==> config.mk <==
export PLATFORM = sky130hd
export DESIGN_NAME = fetch_unit
export DESIGN_NICKNAME = d
export VERILOG_FILES = /design/src/source/fetch_pkg.sv /design/src/source/riscv_isa_pkg.sv /design/src/source/fetch_unit.sv /design/src/source/fetch_control.sv /design/src/source/register_file.sv /design/src/source/address_generator.sv /design/src/source/branch_compare.sv /design/src/source/predecoder.sv
export SDC_FILE = /design/constraint.sdc
export NUM_CORES = 2
export LEC_CHECK = 0
export BUFFER_PORTS_ARGS = -buffer_cell sky130_fd_sc_hd__buf_2
export CORE_MARGIN = 5
export CORE_UTILIZATION = 55
export DETAILED_ROUTE_END_ITERATION = 8
export PLACE_DENSITY = 0.72
export SYNTH_ARGS = -nofsm -noshare
export SYNTH_HDL_FRONTEND = slang
export SYNTH_SLANG_ARGS = --single-unit
==> constraint.sdc <==
create_clock -name clock -period 19.4 [get_ports clock]
set_input_delay 3.88 -clock clock [delete_from_list [all_inputs] [get_ports clock]]
set_output_delay 3.88 -clock clock [all_outputs]
set_load 0.1 [all_outputs]
==> src/source/fetch_pkg.sv <==
`default_nettype none

package fetch_pkg;

  localparam logic [31:0] reset_vector = 32'h0000_0000; // First fetch address.
  localparam logic [31:0] trap_vector  = 32'h0000_0100; // Target of every exception.

  ////////////////////
  // Branch compare operations.

  typedef enum logic [2:0] {
    bcu_none,
    bcu_eq,
    bcu_ne,
    bcu_lt,
    bcu_ge,
    bcu_ltu,
    bcu_geu
  } bcu_op_type;

  ////////////////////
  // Fetch controller states.

  typedef enum logic [1:0] {
    fetch_request, // req high, waiting for ack.
    fetch_release, // req low, waiting for ack to drop.
    fetch_issue,   // Instruction registered, one cycle.
    fetch_halted
  } fetch_state_type;

endpackage

`default_nettype wire

==> src/source/riscv_isa_pkg.sv <==
`default_nettype none

package riscv_isa_pkg;

  localparam int xlen = 32; // Register and address width.

  ////////////////////
  // Major opcodes.

  localparam logic [6:0] opcode_lui    = 7'b0110111;
  localparam logic [6:0] opcode_auipc  = 7'b0010111;
  localparam logic [6:0] opcode_jal    = 7'b1101111;
  localparam logic [6:0] opcode_jalr   = 7'b1100111;
  localparam logic [6:0] opcode_branch = 7'b1100011;
  localparam logic [6:0] opcode_load   = 7'b0000011;
  localparam logic [6:0] opcode_store  = 7'b0100011;
  localparam logic [6:0] opcode_op_imm = 7'b0010011;
  localparam logic [6:0] opcode_op     = 7'b0110011;
  localparam logic [6:0] opcode_system = 7'b1110011;

  ////////////////////
  // Branch conditions in funct3.

  localparam logic [2:0] funct3_beq  = 3'b000;
  localparam logic [2:0] funct3_bne  = 3'b001;
  localparam logic [2:0] funct3_blt  = 3'b100;
  localparam logic [2:0] funct3_bge  = 3'b101;
  localparam logic [2:0] funct3_bltu = 3'b110;
  localparam logic [2:0] funct3_bgeu = 3'b111;

  ////////////////////
  // Exception causes.

  localparam logic [3:0] ecause_misaligned_target = 4'd0;
  localparam logic [3:0] ecause_access_fault      = 4'd1;
  localparam logic [3:0] ecause_illegal_instr     = 4'd2;

  // Fixed instruction words.
  localparam logic [31:0] nop_instr    = 32'h0000_0013; // addi x0,x0,0.
  localparam logic [31:0] ebreak_instr = 32'h0010_0073;

endpackage

`default_nettype wire
==> src/source/fetch_unit.sv <==
`default_nettype none

module fetch_unit
  import riscv_isa_pkg::*;
  import fetch_pkg::*;
(
  input  logic            clock,
  input  logic            reset,
  output logic            imem_req,
  output logic [xlen-1:0] imem_addr,
  input  logic            imem_ack,
  input  logic [xlen-1:0] imem_rdata,
  input  logic            imem_error,
  output logic            issue_valid,
  output logic [xlen-1:0] issue_pc,
  output logic [xlen-1:0] issue_instr,
  output logic            issue_jump,
  output logic [xlen-1:0] issue_target,
  output logic            issue_exception,
  output logic [3:0]      issue_ecause,
  input  logic            wb_enable,
  input  logic [4:0]      wb_addr,
  input  logic [xlen-1:0] wb_data,
  output logic            halted
);

  logic            decode_valid;
  logic            is_jal;
  logic            is_jalr;
  logic            is_branch;
  logic            is_ebreak;
  logic [4:0]      raddr1;
  logic [4:0]      raddr2;
  logic [xlen-1:0] imm;
  bcu_op_type      bcu_op;
  logic [xlen-1:0] rdata1;
  logic [xlen-1:0] rdata2;
  logic            taken;
  logic            jump_request;
  logic            target_misaligned;

  fetch_control control (
    .clock, .reset,
    .imem_ack, .imem_error, .imem_rdata, .imem_req, .imem_addr,
    .instr(issue_instr), .pc(issue_pc),
    .decode_valid, .is_ebreak, .jump_request, .target_misaligned,
    .target(issue_target),
    .issue_valid, .issue_jump, .issue_exception, .halted, .issue_ecause
  );

  ////////////////////
  // Datapath on the held instruction.

  // Read enables already select x0 inside the decoder.
  predecoder decoder (
    .instr(issue_instr),
    .decode_valid, .rden1(), .rden2(),
    .is_jal, .is_jalr, .is_branch, .is_ebreak,
    .raddr1, .raddr2, .imm, .bcu_op
  );

  register_file registers (
    .clock,
    .raddr1, .raddr2,
    .waddr(wb_addr), .wren(wb_enable), .wdata(wb_data),
    .rdata1, .rdata2
  );

  branch_compare compare (
    .rdata1, .rdata2, .bcu_op, .taken
  );

  address_generator agu (
    .pc(issue_pc), .rdata1, .imm,
    .is_jal, .is_jalr, .is_branch, .taken,
    .target(issue_target), .jump_request, .target_misaligned
  );

endmodule

`default_nettype wire

==> src/source/fetch_control.sv <==
`default_nettype none

module fetch_control
  import riscv_isa_pkg::*;
  import fetch_pkg::*;
(
  input  logic            clock,
  input  logic            reset,
  input  logic            imem_ack,
  input  logic            imem_error,
  input  logic [xlen-1:0] imem_rdata,
  output logic            imem_req,
  output logic [xlen-1:0] imem_addr,
  output logic [xlen-1:0] instr,
  output logic [xlen-1:0] pc,
  input  logic            decode_valid,
  input  logic            is_ebreak,
  input  logic            jump_request,
  input  logic            target_misaligned,
  input  logic [xlen-1:0] target,
  output logic            issue_valid,
  output logic            issue_jump,
  output logic            issue_exception,
  output logic            halted,
  output logic [3:0]      issue_ecause
);

  fetch_state_type state;
  logic            fault;   // Memory error of the held instruction.
  logic            capture;
  logic            exception;
  logic [xlen-1:0] next_pc;

  assign imem_addr = pc; // pc only moves in the issue state.
  assign capture   = (state == fetch_request) & imem_req & imem_ack;

  assign issue_valid = (state == fetch_issue);
  assign halted      = (state == fetch_halted);

  ////////////////////
  // Exceptions and next pc.

  assign exception = fault | ~decode_valid | target_misaligned;

  assign issue_exception = issue_valid & exception;
  assign issue_jump      = issue_valid & jump_request & ~exception;

  always_comb begin
    issue_ecause = ecause_misaligned_target;
    if (issue_exception) begin
      if (fault) begin
        issue_ecause = ecause_access_fault;
      end else if (!decode_valid) begin
        issue_ecause = ecause_illegal_instr;
      end else begin
        issue_ecause = ecause_misaligned_target;
      end
    end
  end

  always_comb begin
    if (exception) begin
      next_pc = trap_vector;
    end else if (jump_request) begin
      next_pc = target;
    end else begin
      next_pc = pc + 32'd4;
    end
  end

  ////////////////////
  // Handshake and state.

  always_ff @(posedge clock) begin
    if (capture) begin
      fault <= imem_error;
      instr <= imem_error ? nop_instr : imem_rdata;
    end
  end

  always_ff @(posedge clock) begin
    if (reset) begin
      state <= fetch_request;
      pc <= reset_vector;
      imem_req <= 1'b0;
    end else begin
      case (state)
        fetch_request: begin
          if (!imem_req) begin
            imem_req <= ~imem_ack; // Rise only once ack is low.
          end else if (imem_ack) begin
            imem_req <= 1'b0;
            state <= fetch_release;
          end
        end
        fetch_release: begin
          if (!imem_ack) begin
            state <= fetch_issue;
          end
        end
        fetch_issue: begin
          pc <= next_pc;
          if (is_ebreak) begin
            state <= fetch_halted;
          end else begin
            imem_req <= 1'b1; // ack was seen low in release.
            state <= fetch_request;
          end
        end
        fetch_halted: state <= fetch_halted; // Left only by reset.
        default: state <= fetch_request;
      endcase
    end
  end

endmodule

`default_nettype wire

==> src/source/register_file.sv <==
`default_nettype none

module register_file (
  input  logic        clock,
  input  logic [4:0]  raddr1,
  input  logic [4:0]  raddr2,
  input  logic [4:0]  waddr,
  input  logic        wren,
  input  logic [31:0] wdata,
  output logic [31:0] rdata1,
  output logic [31:0] rdata2
);

  logic [31:0] regs [1:31]; // x0 has no storage.

  always_ff @(posedge clock) begin
    if (wren && waddr != 5'd0) begin
      regs[waddr] <= wdata;
    end
  end

  // Write-first reads.
  always_comb begin
    if (raddr1 == 5'd0) begin
      rdata1 = '0;
    end else if (wren && waddr == raddr1) begin
      rdata1 = wdata;
    end else begin
      rdata1 = regs[raddr1];
    end
  end

  always_comb begin
    if (raddr2 == 5'd0) begin
      rdata2 = '0;
    end else if (wren && waddr == raddr2) begin
      rdata2 = wdata;
    end else begin
      rdata2 = regs[raddr2];
    end
  end

endmodule

`default_nettype wire

==> src/source/address_generator.sv <==
`default_nettype none

module address_generator
  import riscv_isa_pkg::*;
(
  input  logic [xlen-1:0] pc,
  input  logic [xlen-1:0] rdata1,
  input  logic [xlen-1:0] imm,
  input  logic            is_jal,
  input  logic            is_jalr,
  input  logic            is_branch,
  input  logic            taken,
  output logic [xlen-1:0] target,
  output logic            jump_request,
  output logic            target_misaligned
);

  logic [xlen-1:0] base;
  logic [xlen-1:0] sum;
  logic [xlen-1:0] raw_target;

  ////////////////////
  // Target arithmetic.

  assign base = is_jalr ? rdata1 : pc; // jalr is register relative.
  assign sum  = base + imm;

  assign raw_target = is_jalr ? {sum[xlen-1:1], 1'b0} : sum;

  ////////////////////
  // Jump decision.

  assign jump_request = is_jal | is_jalr | (is_branch & taken);

  assign target = jump_request ? raw_target : '0;

  // Without the compressed set every target must be word aligned.
  assign target_misaligned = jump_request & raw_target[1];

endmodule

`default_nettype wire

==> src/source/branch_compare.sv <==
`default_nettype none

module branch_compare
  import riscv_isa_pkg::*;
  import fetch_pkg::*;
(
  input  logic [xlen-1:0] rdata1,
  input  logic [xlen-1:0] rdata2,
  input  bcu_op_type      bcu_op,
  output logic            taken
);

  logic equal;
  logic less_signed;
  logic less_unsigned;

  assign equal         = (rdata1 == rdata2);
  assign less_signed   = ($signed(rdata1) < $signed(rdata2));
  assign less_unsigned = (rdata1 < rdata2);

  always_comb begin
    case (bcu_op)
      bcu_eq:  taken = equal;
      bcu_ne:  taken = ~equal;
      bcu_lt:  taken = less_signed;
      bcu_ge:  taken = ~less_signed;
      bcu_ltu: taken = less_unsigned;
      bcu_geu: taken = ~less_unsigned;
      default: taken = 1'b0; // Not a branch.
    endcase
  end

endmodule

`default_nettype wire

==> src/source/predecoder.sv <==
`default_nettype none

module predecoder
  import riscv_isa_pkg::*;
  import fetch_pkg::*;
(
  input  logic [xlen-1:0] instr,
  output logic            decode_valid,
  output logic            rden1,
  output logic            rden2,
  output logic            is_jal,
  output logic            is_jalr,
  output logic            is_branch,
  output logic            is_ebreak,
  output logic [4:0]      raddr1,
  output logic [4:0]      raddr2,
  output logic [xlen-1:0] imm,
  output bcu_op_type      bcu_op
);

  logic [6:0]      opcode;
  logic [2:0]      funct3;
  logic [xlen-1:0] imm_i;
  logic [xlen-1:0] imm_b;
  logic [xlen-1:0] imm_j;

  assign opcode = instr[6:0];
  assign funct3 = instr[14:12];

  // Sign-extended immediates.
  assign imm_i = {{20{instr[31]}}, instr[31:20]};
  assign imm_b = {{19{instr[31]}}, instr[31], instr[7], instr[30:25], instr[11:8], 1'b0};
  assign imm_j = {{11{instr[31]}}, instr[31], instr[19:12], instr[20], instr[30:21], 1'b0};

  assign is_ebreak = (instr == ebreak_instr);

  // Unused read ports select x0.
  assign raddr1 = rden1 ? instr[19:15] : 5'd0;
  assign raddr2 = rden2 ? instr[24:20] : 5'd0;

  always_comb begin
    decode_valid = 1'b0;
    rden1 = 1'b0;
    rden2 = 1'b0;
    is_jal = 1'b0;
    is_jalr = 1'b0;
    is_branch = 1'b0;
    imm = '0;
    bcu_op = bcu_none;
    case (opcode)
      opcode_lui, opcode_auipc, opcode_system: decode_valid = 1'b1;
      opcode_jal: begin
        decode_valid = 1'b1;
        is_jal = 1'b1;
        imm = imm_j;
      end
      opcode_jalr: begin
        decode_valid = 1'b1;
        is_jalr = 1'b1;
        rden1 = 1'b1;
        imm = imm_i;
      end
      opcode_op_imm, opcode_load: begin
        decode_valid = 1'b1;
        rden1 = 1'b1;
        imm = imm_i;
      end
      opcode_op, opcode_store: begin
        decode_valid = 1'b1;
        rden1 = 1'b1;
        rden2 = 1'b1;
      end
      opcode_branch: begin
        decode_valid = 1'b1;
        is_branch = 1'b1;
        rden1 = 1'b1;
        rden2 = 1'b1;
        imm = imm_b;
        case (funct3)
          funct3_beq:  bcu_op = bcu_eq;
          funct3_bne:  bcu_op = bcu_ne;
          funct3_blt:  bcu_op = bcu_lt;
          funct3_bge:  bcu_op = bcu_ge;
          funct3_bltu: bcu_op = bcu_ltu;
          funct3_bgeu: bcu_op = bcu_geu;
          default:     decode_valid = 1'b0; // 010 and 011 are reserved.
        endcase
      end
      default: decode_valid = 1'b0;
    endcase
  end

endmodule

`default_nettype wire

Yosys cells after proc, flatten, opt, wreduce, memory -nomap -nowiden
Memories as Yosys holds them, arrays and structs flattened. Cells that the tools add are included.

$add $sub $neg: 2. Bitwise operators: 17. Mux-type cells: 36. Reductions and logical operators: 16. Magnitude comparators: 2. Equality and inequality tests: 32.

Operators with widths (number): 32-bit 2-to-1 mux (8); 32-bit case mux with 3 select lines (1); 32-bit less-than comparator (2); 32-bit by 3-bit adder with 32-bit output, second input constant (1); 32-bit adder (1); 32-bit by 21-bit equality test with 1-bit output, second input constant (1); 32-bit equality test (1); 7-bit equality test, second input constant (4); 3-bit equality test, second input constant (7); 7-bit by 6-bit equality test with 1-bit output, second input constant (3); 3-bit case mux with 6 select lines (1); 7-bit by 5-bit equality test with 1-bit output, second input constant (2); 1-bit 2-to-1 mux (12); 6-bit OR reduction (2); 5-bit equality test (2); 5-bit zero test (2); 2-bit 2-to-1 mux (5); 5-bit 2-to-1 mux (2); 9-bit OR reduction (1); 4-bit 2-to-1 mux (2); 2-bit case mux with 4 select lines (1); 1-bit bitwise AND (7); 7-bit by 2-bit equality test with 1-bit output, second input constant (1); 3-bit by 1-bit equality test with 1-bit output, second input constant (2); 18 further kinds (34).

Word-level logic and storage cells: 111. Bits in registers: 68. Output and inout port bits: 137. Memories kept: 1. Bits in writable memories: 992. Input port bits: 74.

Memory list: registers.regs (depth 31, bits a word 32, rd ports 2, clocked after Yosys merged registers in 0, wr ports 1, RTL line register_file.sv:14) `logic [31:0] regs [1:31];`.

Depth between registers and ports, before layout
Depth after elaboration: 17. Mapped depth: 26. Gate-level depth less buffers: 21.

By module
From an unflattened synthesis, not the netlist that was laid out.

Cell total of the unflattened synthesis: 3710. Area, all modules: 54905.2 um2.

By module, submodules not included: register_file (area each 47200.3 um2, times used 1, cells each 2759); fetch_control (area each 3868.7 um2, times used 1, cells each 420); address_generator (area each 2306.0 um2, times used 1, cells each 324); branch_compare (area each 915.9 um2, times used 1, cells each 121); predecoder (area each 614.3 um2, times used 1, cells each 86).

Worst setup path after synthesis
Ideal clock, no wire load.

Kind: input port to output port. From: input port wb_addr[0]. To: output port issue_target[31]. Required time: 15520 ps. Setup slack: 6113 ps. Arrival: 9407 ps. Stages: 18. Cell sequence: clkbuf_1 nor4bb_1 a31oi_1 o32ai_2 and4_1 clkbuf_1 clkbuf_1 a311oi_1 o31ai_1 ha_1 and3_1 o311ai_0 nand3_1 o31ai_1 nand2_1 a211o_1 and3_1 nor3_1.

Longest elaborated chain between the ends: 10. Elaborated cells on any way between the ends: 20. Those cells by class: 1 x add/sub; 2 x order compare; 3 x eq/ne; 7 x mux; 5 x bitwise; 2 x reduce/logical.

RTL lines: from (decl) (RTL line fetch_unit.sv:22) `input logic [4:0] wb_addr,`; 5-bit equality test, on equally long branches (RTL line register_file.sv:26, register_file.sv:36); 1-bit logical AND, on equally long branches (RTL line register_file.sv:26, register_file.sv:36); 32-bit 2-to-1 mux, on equally long branches (RTL line register_file.sv:26, register_file.sv:36); 32-bit 2-to-1 mux, on equally long branches (RTL line register_file.sv:24, register_file.sv:34); 32-bit less-than comparator (tied with other cells) (RTL line branch_compare.sv:19) `assign less_unsigned = (rdata1 < rdata2);`; 1-bit NOT, on equally long branches (RTL line branch_compare.sv:28, branch_compare.sv:24, branch_compare.sv:26); 1-bit case mux with 6 select lines (RTL line branch_compare.sv:22) `case (bcu_op)`; 1-bit bitwise AND (RTL line address_generator.sv:33) `assign jump_request = is_jal | is_jalr | (is_branch & taken);`; 1-bit OR (RTL line address_generator.sv:33); 32-bit 2-to-1 mux (*) (RTL line address_generator.sv:35) `assign target = jump_request ? raw_target : '0;`; to (decl) (RTL line fetch_unit.sv:18) `output logic [xlen-1:0] issue_target,`.

Every way passes the cells marked *; elsewhere a longest branch is shown, timed or not.

Worst setup path in the final report
From: input port wb_addr[3]. To: output port issue_target[2].

The elaborated chain is that of the path after synthesis.

==> qor.txt <==
Vias - 46,579
Largest net degree at the start of global routing - 147
Setup Buffers After CTS - 0
Synth Flop Type - edfxtp_1
IO buf count - 208
Post-synthesis mux area share - 0.0693
Final max-slew violation count - 0
Worst-path fanout max - 49
Tcrit/Tclk final - 0.694
FF-to-FF Start - control.instr[15]
R2R cell count - 20
Simple-gate share of the synthesized area - 0.138
CTS tree - yes
Count leader, synth - edfxtp_1
Cell count after synthesis - 4,869
Crit end category - output port
Global-route wire length before repair - 308 mm
Leak pwr - 20.8 nW
Maxcap violations - 0
Top cell type by total area after synthesis - edfxtp_1
Nets - 4,993
Post-synth EDFFs - 1,025
Element type at the critical path start - primary input
Synth top area cells - edfxtp_1 (56%), mux2i_1 (5.5%), nand2_1 (5.1%), nand3_1 (2.4%), a221oi_1 (2.1%)
Antenna-violating nets left - 0
Grt ovf - 0
Setup violations, final - 0
Data required time at the worst endpoint - 15,520 ps
Reg2reg setup slack - 10,410 ps
Drt via density - 7.45
H-tree Lvls - 3
Outcome - completed
CTS buffer count - 110
Worst skew pair latency - 720 ps
DRT Pass-1 Iters - 7
Max Root-Sink Buffers - 3
RSZ-0062 raised after global routing - false
CP Launch Point - wb_addr[3]
TNS Setup - 0 ps
Pwr Density - 81.9 nW/um^2
Non-filler cells, final - 6,249
Post-synthesis adder-cell area fraction - 0.0149
I/O pins - 211
WL final - 219 mm
RR Endpoint - control.imem_addr[21]
Cts repair resizes - 0
Post-synthesis instance area - 55,100 sq um
Initial antenna violation count - 15
Vias in the first global route - 44,203
Distinct cell type count after synthesis - 85
Tmin final - 13,460 ps
Fmax achieved - 74.3 MHz
Share of layout cells above drive strength 1 - 0.135
Row Count - 116
Synth Register Bits - 1,060
Die Span Y - 326 um
GRT Util Overall - 0.394
DP Area - 57,100 sq um
VDD IR max - 0.0868 mV
DIE AREA - 107,000 sq um
Worst Tran Pin Value - 1340 ps
WL/cell - 35.0 um
WP data arrival - 9580 ps
Area Overhead vs Synth - 10.3%
Tot Pwr - 4.98 mW
Drt initial violations - 8,112
Compound-Gate Fraction of Synth Area - 0.161
XOR/XNOR Fraction of Synth Area - 0.00700
CTS clk-pin slew, worst paths - 60 ps
Slew HR - 0.107
Setup WS post-layout - 5940 ps
Final Wtd Congestion - 1.01
Clk sinks - 1,060
Ys Warns - 0
Pre-CTS setup slack - 6140 ps
Post-CTS Hold Fix Bufs - 0
Largest family of logic cells by synthesized area - compound AO/OA/AOI/OAI gates
Post-Syn Area per Cell - 11.3 sq um
Min-Delay Path Class - flip-flop to flip-flop
Asr flop ratio synth - 0
Post-synth top cells - edfxtp_1 (1,025), nand2_1 (754), mux2i_1 (305)
Root Buffer - clkbuf_16
WS Path Type - primary input to output port
WHS - 554 ps
Core area - 99,700 sq um
Register area share after synthesis - 0.572
DP Wirelength - 129 mm
Die width - 326 um
CP endpoint - issue_target[2]
Initial Util - 0.552
Final Util - 0.609
Yosys top cell area share - 0.559
Clock skew - 35.7 ps
Fin. Hold Viols - 0
Placed cells - 6,040
# DRC - 0
Cell area after layout - 60,800 sq um
-- cells in the final DEF (no fill, tap or decap), types with 21 or more instances in the layout --
cell type / n
nor2_4: 34
a221oi_1: 134
nor2_1: 231
inv_1: 25
clkinv_1: 23
mux2i_1: 305
clkinv_2: 21
ha_1: 64
edfxtp_1: 1025
dfxtp_1: 35
a21o_1: 22
and3_1: 57
and2_1: 48
nor3_1: 92
nand4_1: 50
nand2_1: 747
o31ai_1: 40
buf_4: 107
a21oi_1: 175
buf_2: 208
a211oi_1: 135
o22ai_1: 62
a32oi_1: 59
o21ai_0: 110
nand3_1: 265
a31oi_1: 45
a311oi_1: 129
a211o_1: 32
nor2b_1: 38
o221ai_1: 40
or3_1: 37
a221o_1: 80
clkbuf_16: 114
o221a_2: 31
mux2_2: 66
xnor2_1: 24
-- how the worst min path moves through the flow --
stage	start	to	slack, ps	cells after the start
floorplan	control.state[1]	control.imem_req	500	2
global placement	control.imem_req	control.imem_req	530	2
detailed placement	control.imem_addr[1]	control.imem_addr[1]	530	1
CTS	control.imem_req	control.imem_req	540	2
global route	control.imem_addr[1]	control.imem_addr[1]	570	1
finish	control.imem_req	control.imem_req	550	2
-- cells by family (layout without fill, tap and decap cells) --
logic type | Yosys count | count (layout)
other | 1 | 9
buffers and inverters | 476 | 550
multiplexers | 372 | 372
flip-flops | 1060 | 1060
AO/OA/AOI/OAI | 1170 | 1170
adder cells (fa/ha/maj) | 65 | 65
XOR/XNOR | 44 | 44
AND/OR/NAND/NOR | 1681 | 1681
-- flip-flops by register name, indices dropped and copies added (netlist names) --
signal	flops
control.fault	1
control.state	2
control.instr	32
control.imem_addr	32
control.imem_req	1
registers.regs	992
-- layer usage --
layer | up-vias | part of all wire | global-route usage
met4 | 8 | 0.085 | 0.271
met2 | 4250 | 0.42 | 0.568
li1 | 18921 | - | -
met3 | 1028 | 0.16 | 0.134
met1 | 22372 | 0.34 | 0.503
met5 | - | 0.00026 | 0
-- worst max-delay path, cell delays in order --
cell and delay (ps):
buf_2 200, nor4bb_1 180, a31oi_1 210, o32ai_2 120, and4_2 530, a311oi_1 800, nor3_1 120, ha_1 360
nand4_1 230, nor3_1 390, nand3_1 180, xor2_1 180, o21ai_0 440, a31oi_4 30, buf_4 320, nor3_1 750
buf_2 560
-- where the power goes --
group / switching (mW) / internal [mW] / leakage [nW]
Combinational: 0.179 / 0.0591 / 9.49
Clock: 0.916 / 1.27 / 1.79
Sequential: 0.0164 / 2.54 / 9.53
-- area by class of cell --
type,instances,area [sq um]
fillers,7739,38900
flip-flops and latches,1060,31500
multi-input cells,3334,21900
clock buffers,133,2920
repair buffers,321,1960
well taps,1298,1620
clock inverters,69,748
inverters,27,103
diodes,7,17.5
(Power assumes the default switching activity.)
